$ cat src/source/exec_types_pkg.sv
// Data width types shared by the execute stage blocks
package exec_types_pkg;

    // Operand and result value
    typedef logic [31:0] word_t;

    // Destination register address
    typedef logic [4:0] reg_addr_t;

    // Program counter bits 31 down to 1, bit 0 is always zero
    typedef logic [31:1] pc_t;

    // Comparison flags from register read, {lt, ltu, eq}
    typedef logic [2:0] cmp_flags_t;

    // Flag positions inside cmp_flags_t
    localparam int FLAG_LT  = 2;
    localparam int FLAG_LTU = 1;
    localparam int FLAG_EQ  = 0;

endpackage

$ cat src/source/exec_ops_pkg.sv
// Micro-op field encodings for the execute stage
package exec_ops_pkg;

    // Functional unit of the micro-op
    typedef enum logic [2:0] {
        UNIT_NONE      = 3'd0,
        UNIT_ALU       = 3'd1,
        UNIT_DIV       = 3'd2,
        UNIT_BRANCH    = 3'd3,
        UNIT_JUMP_LINK = 3'd4
    } unit_e;

    typedef enum logic [3:0] {
        ALU_ADD  = 4'd0,
        ALU_SUB  = 4'd1,
        ALU_AND  = 4'd2,
        ALU_OR   = 4'd3,
        ALU_XOR  = 4'd4,
        ALU_SLL  = 4'd5,
        ALU_SRL  = 4'd6,
        ALU_SRA  = 4'd7,
        ALU_SLT  = 4'd8,
        ALU_SLTU = 4'd9
    } alu_op_e;

    typedef enum logic [1:0] {
        DIV_DIV  = 2'd0,
        DIV_DIVU = 2'd1,
        DIV_REM  = 2'd2,
        DIV_REMU = 2'd3
    } div_op_e;

    // Branch condition, JAL and JALR are unconditional
    typedef enum logic [3:0] {
        BR_NONE = 4'd0,
        BR_EQ   = 4'd1,
        BR_NE   = 4'd2,
        BR_LT   = 4'd3,
        BR_GE   = 4'd4,
        BR_LTU  = 4'd5,
        BR_GEU  = 4'd6,
        BR_JAL  = 4'd7,
        BR_JALR = 4'd8
    } branch_e;

endpackage

$ cat src/source/exec_issue.sv
// Execute issue side, unit selects, divider start pulse and branch decision
`timescale 1ns/1ns

module exec_issue (
    input  logic                       clk_i,
    input  logic                       rst_i,
    input  exec_ops_pkg::unit_e        unit_i,
    input  exec_ops_pkg::branch_e      branch_i,
    input  exec_types_pkg::cmp_flags_t cmp_flags_i,
    input  logic                       div_busy_i,
    input  logic                       div_done_i,
    output logic                       alu_sel_o,
    output logic                       div_sel_o,
    output logic                       link_sel_o,
    output logic                       div_start_o,
    output logic                       branch_taken_o
);

    logic started_q; // Held DIV op already launched

    assign alu_sel_o  = (unit_i == exec_ops_pkg::UNIT_ALU);
    assign div_sel_o  = (unit_i == exec_ops_pkg::UNIT_DIV);
    assign link_sel_o = (unit_i == exec_ops_pkg::UNIT_JUMP_LINK);

    // One start per DIV op, never in the done cycle
    assign div_start_o = div_sel_o & ~started_q & ~div_busy_i & ~div_done_i;

    always_ff @(posedge clk_i) begin
        if (rst_i) begin
            started_q <= 1'b0;
        end else if (div_start_o) begin
            started_q <= 1'b1;
        end else if (div_done_i || !div_sel_o) begin
            started_q <= 1'b0; // Ready for the next op
        end
    end

    always_comb begin
        case (branch_i)
            exec_ops_pkg::BR_EQ:   branch_taken_o =  cmp_flags_i[exec_types_pkg::FLAG_EQ];
            exec_ops_pkg::BR_NE:   branch_taken_o = !cmp_flags_i[exec_types_pkg::FLAG_EQ];
            exec_ops_pkg::BR_LT:   branch_taken_o =  cmp_flags_i[exec_types_pkg::FLAG_LT];
            exec_ops_pkg::BR_GE:   branch_taken_o = !cmp_flags_i[exec_types_pkg::FLAG_LT];
            exec_ops_pkg::BR_LTU:  branch_taken_o =  cmp_flags_i[exec_types_pkg::FLAG_LTU];
            exec_ops_pkg::BR_GEU:  branch_taken_o = !cmp_flags_i[exec_types_pkg::FLAG_LTU];
            exec_ops_pkg::BR_JAL:  branch_taken_o = 1'b1;
            exec_ops_pkg::BR_JALR: branch_taken_o = 1'b1;
            // Read every cycle, so unknown codes must not jump
            default:               branch_taken_o = 1'b0;
        endcase
    end

endmodule

$ cat src/source/exec_alu.sv
// Integer ALU, single cycle, its adder also gives branch and jump targets
`timescale 1ns/1ns

module exec_alu (
    input  exec_ops_pkg::alu_op_e  alu_op_i,
    input  exec_types_pkg::word_t  operand_a_i,
    input  exec_types_pkg::word_t  operand_b_i,
    output exec_types_pkg::word_t  result_o,
    output exec_types_pkg::pc_t    target_o
);

    exec_types_pkg::word_t sum;
    logic [4:0]            shamt;
    logic                  lt_signed;
    logic                  lt_unsigned;

    assign sum         = operand_a_i + operand_b_i;
    assign shamt       = operand_b_i[4:0];
    assign lt_signed   = $signed(operand_a_i) < $signed(operand_b_i);
    assign lt_unsigned = operand_a_i < operand_b_i;

    // Target from the sum regardless of op, bit 0 dropped
    assign target_o = sum[31:1];

    always_comb begin
        case (alu_op_i)
            exec_ops_pkg::ALU_ADD: begin
                result_o = sum;
            end
            exec_ops_pkg::ALU_SUB: begin
                result_o = operand_a_i - operand_b_i;
            end
            exec_ops_pkg::ALU_AND: begin
                result_o = operand_a_i & operand_b_i;
            end
            exec_ops_pkg::ALU_OR: begin
                result_o = operand_a_i | operand_b_i;
            end
            exec_ops_pkg::ALU_XOR: begin
                result_o = operand_a_i ^ operand_b_i;
            end
            exec_ops_pkg::ALU_SLL: begin
                result_o = operand_a_i << shamt;
            end
            exec_ops_pkg::ALU_SRL: begin
                result_o = operand_a_i >> shamt;
            end
            exec_ops_pkg::ALU_SRA: begin
                result_o = $signed(operand_a_i) >>> shamt; // Sign fill
            end
            exec_ops_pkg::ALU_SLT: begin
                result_o = {31'b0, lt_signed};
            end
            exec_ops_pkg::ALU_SLTU: begin
                result_o = {31'b0, lt_unsigned};
            end
            default: begin
                result_o = '0;
            end
        endcase
    end

endmodule

$ cat src/source/exec_divider.sv
// Iterative restoring divider for DIV, DIVU, REM and REMU
`timescale 1ns/1ns

module exec_divider #(
    parameter int DIV_BITS_PER_CYCLE = 1
) (
    input  logic                   clk_i,
    input  logic                   rst_i,
    input  logic                   start_i,
    input  exec_ops_pkg::div_op_e  div_op_i,
    input  exec_types_pkg::word_t  dividend_i,
    input  exec_types_pkg::word_t  divisor_i,
    output exec_types_pkg::word_t  result_o,
    output logic                   busy_o,
    output logic                   done_o
);

    localparam int STEPS = 32 / DIV_BITS_PER_CYCLE;

    typedef enum logic [1:0] {
        IDLE,
        RUN,
        FIX
    } state_e;

    state_e                state_q;
    logic [5:0]            count_q;
    exec_types_pkg::word_t quo_q;      // Dividend shifts out, quotient shifts in
    exec_types_pkg::word_t rem_q;
    exec_types_pkg::word_t den_q;
    exec_types_pkg::word_t dividend_q; // Original value for divide by zero
    logic                  neg_quo_q;
    logic                  neg_rem_q;
    logic                  rem_op_q;
    logic                  zero_q;
    logic                  ovf_q;

    logic                  signed_op;
    logic                  rem_op;
    exec_types_pkg::word_t abs_a;
    exec_types_pkg::word_t abs_b;
    exec_types_pkg::word_t quo_n;
    exec_types_pkg::word_t rem_n;
    exec_types_pkg::word_t quo_fix;
    exec_types_pkg::word_t rem_fix;
    logic [32:0]           shifted;

    assign signed_op = (div_op_i == exec_ops_pkg::DIV_DIV) || (div_op_i == exec_ops_pkg::DIV_REM);
    assign rem_op    = (div_op_i == exec_ops_pkg::DIV_REM) || (div_op_i == exec_ops_pkg::DIV_REMU);
    assign abs_a     = (signed_op && dividend_i[31]) ? -dividend_i : dividend_i;
    assign abs_b     = (signed_op && divisor_i[31]) ? -divisor_i : divisor_i;

    // Shift-subtract steps retired this clock
    always_comb begin
        quo_n   = quo_q;
        rem_n   = rem_q;
        shifted = '0;
        for (int i = 0; i < DIV_BITS_PER_CYCLE; i++) begin
            shifted = {rem_n, quo_n[31]};
            if (shifted >= {1'b0, den_q}) begin
                rem_n = 32'(shifted - {1'b0, den_q});
                quo_n = {quo_n[30:0], 1'b1};
            end else begin
                rem_n = shifted[31:0]; // Restore
                quo_n = {quo_n[30:0], 1'b0};
            end
        end
    end

    assign quo_fix = neg_quo_q ? -quo_q : quo_q;
    assign rem_fix = neg_rem_q ? -rem_q : rem_q; // Remainder follows dividend sign
    assign busy_o  = (state_q == RUN);
    assign done_o  = (state_q == FIX); // Final quotient and remainder in place

    // Sign fix and RISC-V special cases, held until the next start
    always_comb begin
        if (zero_q) begin
            result_o = rem_op_q ? dividend_q : '1;
        end else if (ovf_q) begin
            result_o = rem_op_q ? '0 : dividend_q; // Most negative over -1
        end else begin
            result_o = rem_op_q ? rem_fix : quo_fix;
        end
    end

    always_ff @(posedge clk_i) begin
        if (rst_i) begin
            state_q <= IDLE;
            count_q <= '0;
        end else begin
            case (state_q)
                IDLE: begin
                    if (start_i) begin
                        state_q <= RUN;
                        count_q <= '0;
                    end
                end
                RUN: begin
                    count_q <= count_q + 6'd1;
                    if (count_q == 6'(STEPS - 1)) begin
                        state_q <= FIX;
                    end
                end
                FIX: begin
                    state_q <= IDLE;
                end
                default: state_q <= IDLE;
            endcase
        end
    end

    always_ff @(posedge clk_i) begin
        if (start_i && state_q == IDLE) begin
            quo_q      <= abs_a;
            rem_q      <= '0;
            den_q      <= abs_b;
            dividend_q <= dividend_i;
            neg_quo_q  <= signed_op && (dividend_i[31] ^ divisor_i[31]);
            neg_rem_q  <= signed_op && dividend_i[31];
            rem_op_q   <= rem_op;
            zero_q     <= (divisor_i == '0);
            ovf_q      <= signed_op && (dividend_i == 32'h8000_0000) &&
                          (divisor_i == 32'hffff_ffff);
        end else if (state_q == RUN) begin
            quo_q <= quo_n;
            rem_q <= rem_n;
        end
    end

endmodule

$ cat src/source/exec_writeback.sv
// Execute output side, result select, forwarding value and writeback registers
`timescale 1ns/1ns

module exec_writeback (
    input  logic                      clk_i,
    input  logic                      rst_i,
    input  logic                      alu_sel_i,
    input  logic                      div_sel_i,
    input  logic                      link_sel_i,
    input  logic                      div_done_i,
    input  exec_types_pkg::reg_addr_t rd_addr_i,
    input  exec_types_pkg::pc_t       pc_next_i,
    input  exec_types_pkg::word_t     alu_result_i,
    input  exec_types_pkg::word_t     div_result_i,
    output exec_types_pkg::word_t     fwd_value_o,
    output logic                      forward_valid_o,
    output exec_types_pkg::reg_addr_t wb_rd_addr_o,
    output exec_types_pkg::word_t     wb_rd_value_o,
    output logic                      wb_write_o
);

    exec_types_pkg::word_t next_value;
    logic                  write_en;

    always_comb begin
        if (div_sel_i) begin
            next_value = div_result_i;
        end else if (link_sel_i) begin
            next_value = {pc_next_i, 1'b0}; // Link value PC+4
        end else begin
            next_value = alu_result_i;
        end
    end

    // DIV writes once, in the done cycle
    assign write_en = alu_sel_i | link_sel_i | (div_sel_i & div_done_i);

    assign fwd_value_o     = next_value;
    assign forward_valid_o = ~(div_sel_i & ~div_done_i);

    always_ff @(posedge clk_i) begin
        if (rst_i) begin
            wb_rd_addr_o  <= '0;
            wb_rd_value_o <= '0;
            wb_write_o    <= 1'b0;
        end else begin
            wb_rd_addr_o  <= rd_addr_i;
            wb_rd_value_o <= next_value;
            wb_write_o    <= write_en;
        end
    end

endmodule

$ cat src/source/exec_stage.sv
// Execute stage top, joins issue, ALU, divider and writeback
`timescale 1ns/1ns

module exec_stage #(
    parameter int DIV_BITS_PER_CYCLE = 1
) (
    input  logic                       clk_i,
    input  logic                       rst_i,
    input  exec_ops_pkg::unit_e        unit_i,
    input  exec_ops_pkg::alu_op_e      alu_op_i,
    input  exec_ops_pkg::div_op_e      div_op_i,
    input  exec_ops_pkg::branch_e      branch_i,
    input  exec_types_pkg::reg_addr_t  rd_addr_i,
    input  exec_types_pkg::pc_t        pc_next_i,
    input  exec_types_pkg::word_t      operand_a_i,
    input  exec_types_pkg::word_t      operand_b_i,
    input  exec_types_pkg::cmp_flags_t cmp_flags_i,
    output logic                       branch_taken_o,
    output exec_types_pkg::pc_t        branch_target_o,
    output exec_types_pkg::word_t      fwd_value_o,
    output logic                       forward_valid_o,
    output exec_types_pkg::reg_addr_t  wb_rd_addr_o,
    output exec_types_pkg::word_t      wb_rd_value_o,
    output logic                       wb_write_o,
    output logic                       div_done_o
);

    logic                  alu_sel;
    logic                  div_sel;
    logic                  link_sel;
    logic                  div_start;
    logic                  div_busy;
    exec_types_pkg::word_t alu_result;
    exec_types_pkg::word_t div_result;

    exec_issue u_issue (
        .clk_i          (clk_i),
        .rst_i          (rst_i),
        .unit_i         (unit_i),
        .branch_i       (branch_i),
        .cmp_flags_i    (cmp_flags_i),
        .div_busy_i     (div_busy),
        .div_done_i     (div_done_o),
        .alu_sel_o      (alu_sel),
        .div_sel_o      (div_sel),
        .link_sel_o     (link_sel),
        .div_start_o    (div_start),
        .branch_taken_o (branch_taken_o)
    );

    // Branch and jump targets come out of the ALU adder
    exec_alu u_alu (
        .alu_op_i    (alu_op_i),
        .operand_a_i (operand_a_i),
        .operand_b_i (operand_b_i),
        .result_o    (alu_result),
        .target_o    (branch_target_o)
    );

    exec_divider #(
        .DIV_BITS_PER_CYCLE (DIV_BITS_PER_CYCLE)
    ) u_divider (
        .clk_i      (clk_i),
        .rst_i      (rst_i),
        .start_i    (div_start),
        .div_op_i   (div_op_i),
        .dividend_i (operand_a_i),
        .divisor_i  (operand_b_i),
        .result_o   (div_result),
        .busy_o     (div_busy),
        .done_o     (div_done_o)
    );

    exec_writeback u_writeback (
        .clk_i           (clk_i),
        .rst_i           (rst_i),
        .alu_sel_i       (alu_sel),
        .div_sel_i       (div_sel),
        .link_sel_i      (link_sel),
        .div_done_i      (div_done_o),
        .rd_addr_i       (rd_addr_i),
        .pc_next_i       (pc_next_i),
        .alu_result_i    (alu_result),
        .div_result_i    (div_result),
        .fwd_value_o     (fwd_value_o),
        .forward_valid_o (forward_valid_o),
        .wb_rd_addr_o    (wb_rd_addr_o),
        .wb_rd_value_o   (wb_rd_value_o),
        .wb_write_o      (wb_write_o)
    );

endmodule

$ cat config.mk
export PLATFORM = sky130hd
export DESIGN_NAME = exec_stage
export DESIGN_NICKNAME = d
export VERILOG_FILES = /design/src/source/exec_types_pkg.sv /design/src/source/exec_ops_pkg.sv /design/src/source/exec_issue.sv /design/src/source/exec_alu.sv /design/src/source/exec_divider.sv /design/src/source/exec_writeback.sv /design/src/source/exec_stage.sv
export SDC_FILE = /design/constraint.sdc
export NUM_CORES = 1
export LEC_CHECK = 0
export BUFFER_PORTS_ARGS = -buffer_cell sky130_fd_sc_hd__buf_2
export CAP_MARGIN = 20
export CORE_AREA = 2 2 203 205
export DETAILED_ROUTE_END_ITERATION = 10
export DIE_AREA = 0 0 205 207
export HOLD_SLACK_MARGIN = 0.02
export PLACE_DENSITY = 0.71
export SLEW_MARGIN = 0
export SYNTH_ARGS = -nofsm -noshare
export SYNTH_HDL_FRONTEND = slang
export SYNTH_HIERARCHICAL = 1
export SYNTH_SLANG_ARGS = --single-unit
$ cat constraint.sdc
create_clock -name clk_i -period 12.6 [get_ports clk_i]
set_clock_uncertainty 0.1 [all_clocks]
set_input_delay 1.26 -clock clk_i [delete_from_list [all_inputs] [get_ports clk_i]]
set_output_delay 1.26 -clock clk_i [all_outputs]
set_load 0.01 [all_outputs]
==> results.json <==
{
  "status": "finished, final reports clean",
  "critPathLaunchType": "input port",
  "layout_common_cells": "262 x nand2_1, 237 x a21oi_1, 227 x nor2_1",
  "dpl_cell_area_um2": 22300,
  "ant_nets": 0,
  "first_iter_violations": 2833,
  "fillers": 3885,
  "grt_pass1_vias": 21100,
  "crit_type": "input port to primary output",
  "p_per_area_nw_per_um2": 126,
  "pwr-share-clk_pct": 16.8,
  "synth_cells": 2744,
  "seq_area_frac_synth_pct": 21.9,
  "dp_hpwl_mm": 70.7,
  "total_power_mw": 2.89,
  "pin_count": 222,
  "layout_commonest_cell": "nand2_1",
  "die_w_um": 205,
  "cts_buffer_depth": 2,
  "slew_violations": 0,
  "fin_setup_tns_ns": 0,
  "swShare_pct": 47.2,
  "grtUsageTotal_pct": 42.1,
  "firstDrtPassIters": 6,
  "dominantRegCellSynth": "edfxtp_1",
  "drive_above_1_share_pct": 13.1,
  "hold_buffers": 0,
  "synth_edf_count": 101,
  "cp.depth": 16,
  "crit_fanout": 75,
  "place.gp.congestion": 1.08,
  "netlist-cell-type-count": 92,
  "ys_async_sr_fraction_pct": 0,
  "vdd_drop_max_mv": 0.122,
  "cts_setup_buffers": 0,
  "dieArea_um2": 42400,
  "end_kind": "primary output",
  "cts-root-buf": "clkbuf_16",
  "nets": 3086,
  "drc": 0,
  "drv_cap": 0,
  "pwr-share-comb_pct": 54.3,
  "intPower_mw": 1.53,
  "hold_depth": 2,
  "pwr-share-seq_pct": 29.0,
  "p_sw_mw": 1.36,
  "port_buffers": 221,
  "leakage_nw": 9.47,
  "grt_overflow": 0,
  "reg2reg_depth": 11,
  "arrival_ns": 6.26,
  "cp.buffers_inverters": 5,
  "tritoncts": "done",
  "fmax_ghz": 0.131,
  "area.growth.synth_to_final_pct": 8.72,
  "clk_pin_slew_worst_paths_ns": 0.06,
  "core-area_um2": 40400,
  "final_area_um2": 22900,
  "max_stage_delay_ns": 0.66,
  "cp_top_family": "compound AO/OA/AOI/OAI gates",
  "fin_util_pct": 56.7,
  "synth-seq-cells": 180,
  "cts_resized": 0,
  "rows": 74,
  "period_minus_slack_ns": 7.62,
  "cts_buffers": 17,
  "antenna_found_initial": 0,
  "hold_viol_final": 0,
  "viasPerCell": 6.80,
  "post_drt_wl_per_cell_um": 27.3,
  "rsz0062_at_grt": "false",
  "synth_fp_nets": 3000,
  "crit_path_cell_trace": "buf_2 > buf_4 > inv_2 > ha_1 > inv_1 > o311a_1 > o31ai_1 > o21ai_2 > o41ai_2 > or3_4 > nand2_1 > mux2i_1 > o211ai_1 > mux2i_1 > a21oi_1 > buf_2",
  "insertion_delay_ns": 0.45,
  "grt_max_degree": 76,
  "start_util_pct": 52.1,
  "cp_slowest_cell": "o31ai_1",
  "syn_area_um2": 21000,
  "die_h_um": 207,
  "period_share_pct": 60.5,
  "yosysWarnings": 6,
  "relSlewSlack_pct": 26.6,
  "vias": 23000,
  "cts.sinks": 180,
  "htreeDepth": 4,
  "hold_ws_ns": 0.407,
  "grt_pass1_wl_mm": 134,
  "synth.avg_cell_area_um2": 7.67,
  "setup_viol_count_final": 0,
  "hold_class": "flop to flop",
  "worstPathRequired_ns": 11.24,
  "drt-total-wl_mm": 92.3,
  "worstMarginPinSlew_ns": 1.09
}
-- metal layers --
layer,up-vias,global-route usage [%],wire [um]
met4,0,28.4,7200
li1,10300,-,-
met1,10900,51.4,34400
met3,302,7.54,8900
met2,1442,67.4,41900
met5,-,0,0
-- through the flow --
stage	setup WS, ns	cells
after global placement	5.08	3341
after floorplan	6.12	2744
after detailed placement	5.10	3342
after CTS	5.09	3374
after global routing	4.73	3375
final	4.98	3377
-- logic make-up (layout without fill, tap and decap cells) --
kind of cell               Yosys count  count (layout)  share of synthesized area, %
buffers and inverters              343             442                          6.49
other                                0               2                             0
and+or+nand+nor                    889             889                          20.2
muxes                              124             124                          7.45
DFF                                180             180                          21.9
AOI/OAI and AO/OA                  874             874                          27.5
xor gates and xnor gates           196             196                          8.16
adders and majority gates          138             138                          8.31
-- final cells by class --
type	count	area (um2)	share of cell area (%)
Multi-Input combinational cell	2221	15100	66.0
Sequential cell	180	4610	20.2
Timing Repair Buffer	257	1400	6.10
Tap cell	532	666	2.91
Inverter	153	574	2.51
Clock buffer	27	487	2.13
Clock inverter	5	27.5	0.120
Antenna cell	2	5.00	0.0219
-- worst register-to-register path, stage by stage (launching register included) --
cell and delay [ns]:
edfxtp_1 0.47, or4_4 0.56, or3_4 0.36, or3_1 0.40
or2_4 0.28, or3_4 0.35, o41ai_2 0.24, xnor2_1 0.10
o22a_1 0.22, o221ai_2 0.18, nor2b_1 0.10, a211oi_1 0.68
-- power groups by stage --
stage | Clock (mW) | Combinational, mW | Sequential (mW)
after floorplan | 0 | 1.03 | 0.792
after global placement | 0 | 1.49 | 0.839
after detailed placement | 0 | 1.51 | 0.841
after CTS | 0.487 | 1.52 | 0.829
after global routing | 0.507 | 1.68 | 0.839
final | 0.485 | 1.57 | 0.837
-- cells in the mapped netlist, types with 36 or more instances --
master / count / share of area [%]
nor3_1: 45 / 1.1
mux2i_1: 80 / 3.8
ha_1: 135 / 8.0
a211oi_1: 66 / 2.4
xor2_1: 87 / 3.6
edfxtp_1: 101 / 14
xnor2_1: 109 / 4.5
nand3_1: 105 / 2.5
o221ai_1: 38 / 1.6
a21oi_1: 237 / 5.6
a21o_1: 36 / 1.3
o211ai_1: 38 / 1.4
dfxtp_1: 79 / 7.5
nor2_1: 228 / 4.1
nor2b_1: 60 / 1.8
clkbuf_1: 151 / 2.7
inv_1: 142 / 2.5
nand2_1: 263 / 4.7
o21ai_0: 151 / 3.6
-- sequential cells by signal, summed over array words and instances (netlist names), 2 cells and up --
signal	flops
u_divider/count_q	6
u_writeback/wb_rd_addr_o	5
u_divider/state_q	2
u_divider/dividend_q	32
u_writeback/wb_rd_value_o	32
u_divider/quo_q	32
u_divider/den_q	32
u_divider/rem_q	32
-- path summary, 6_finish.rpt --
kind	start	to	slack [ns]
min reg2reg	u_issue/started_q	u_issue/started_q	0.41
max	operand_b_i[3]	fwd_value_o[31]	4.98
min	u_issue/started_q	u_issue/started_q	0.41
max reg2reg	u_divider/quo_q[8]	u_writeback/wb_rd_value_o[31]	8.37
Power figures use the tool's default switching activity.
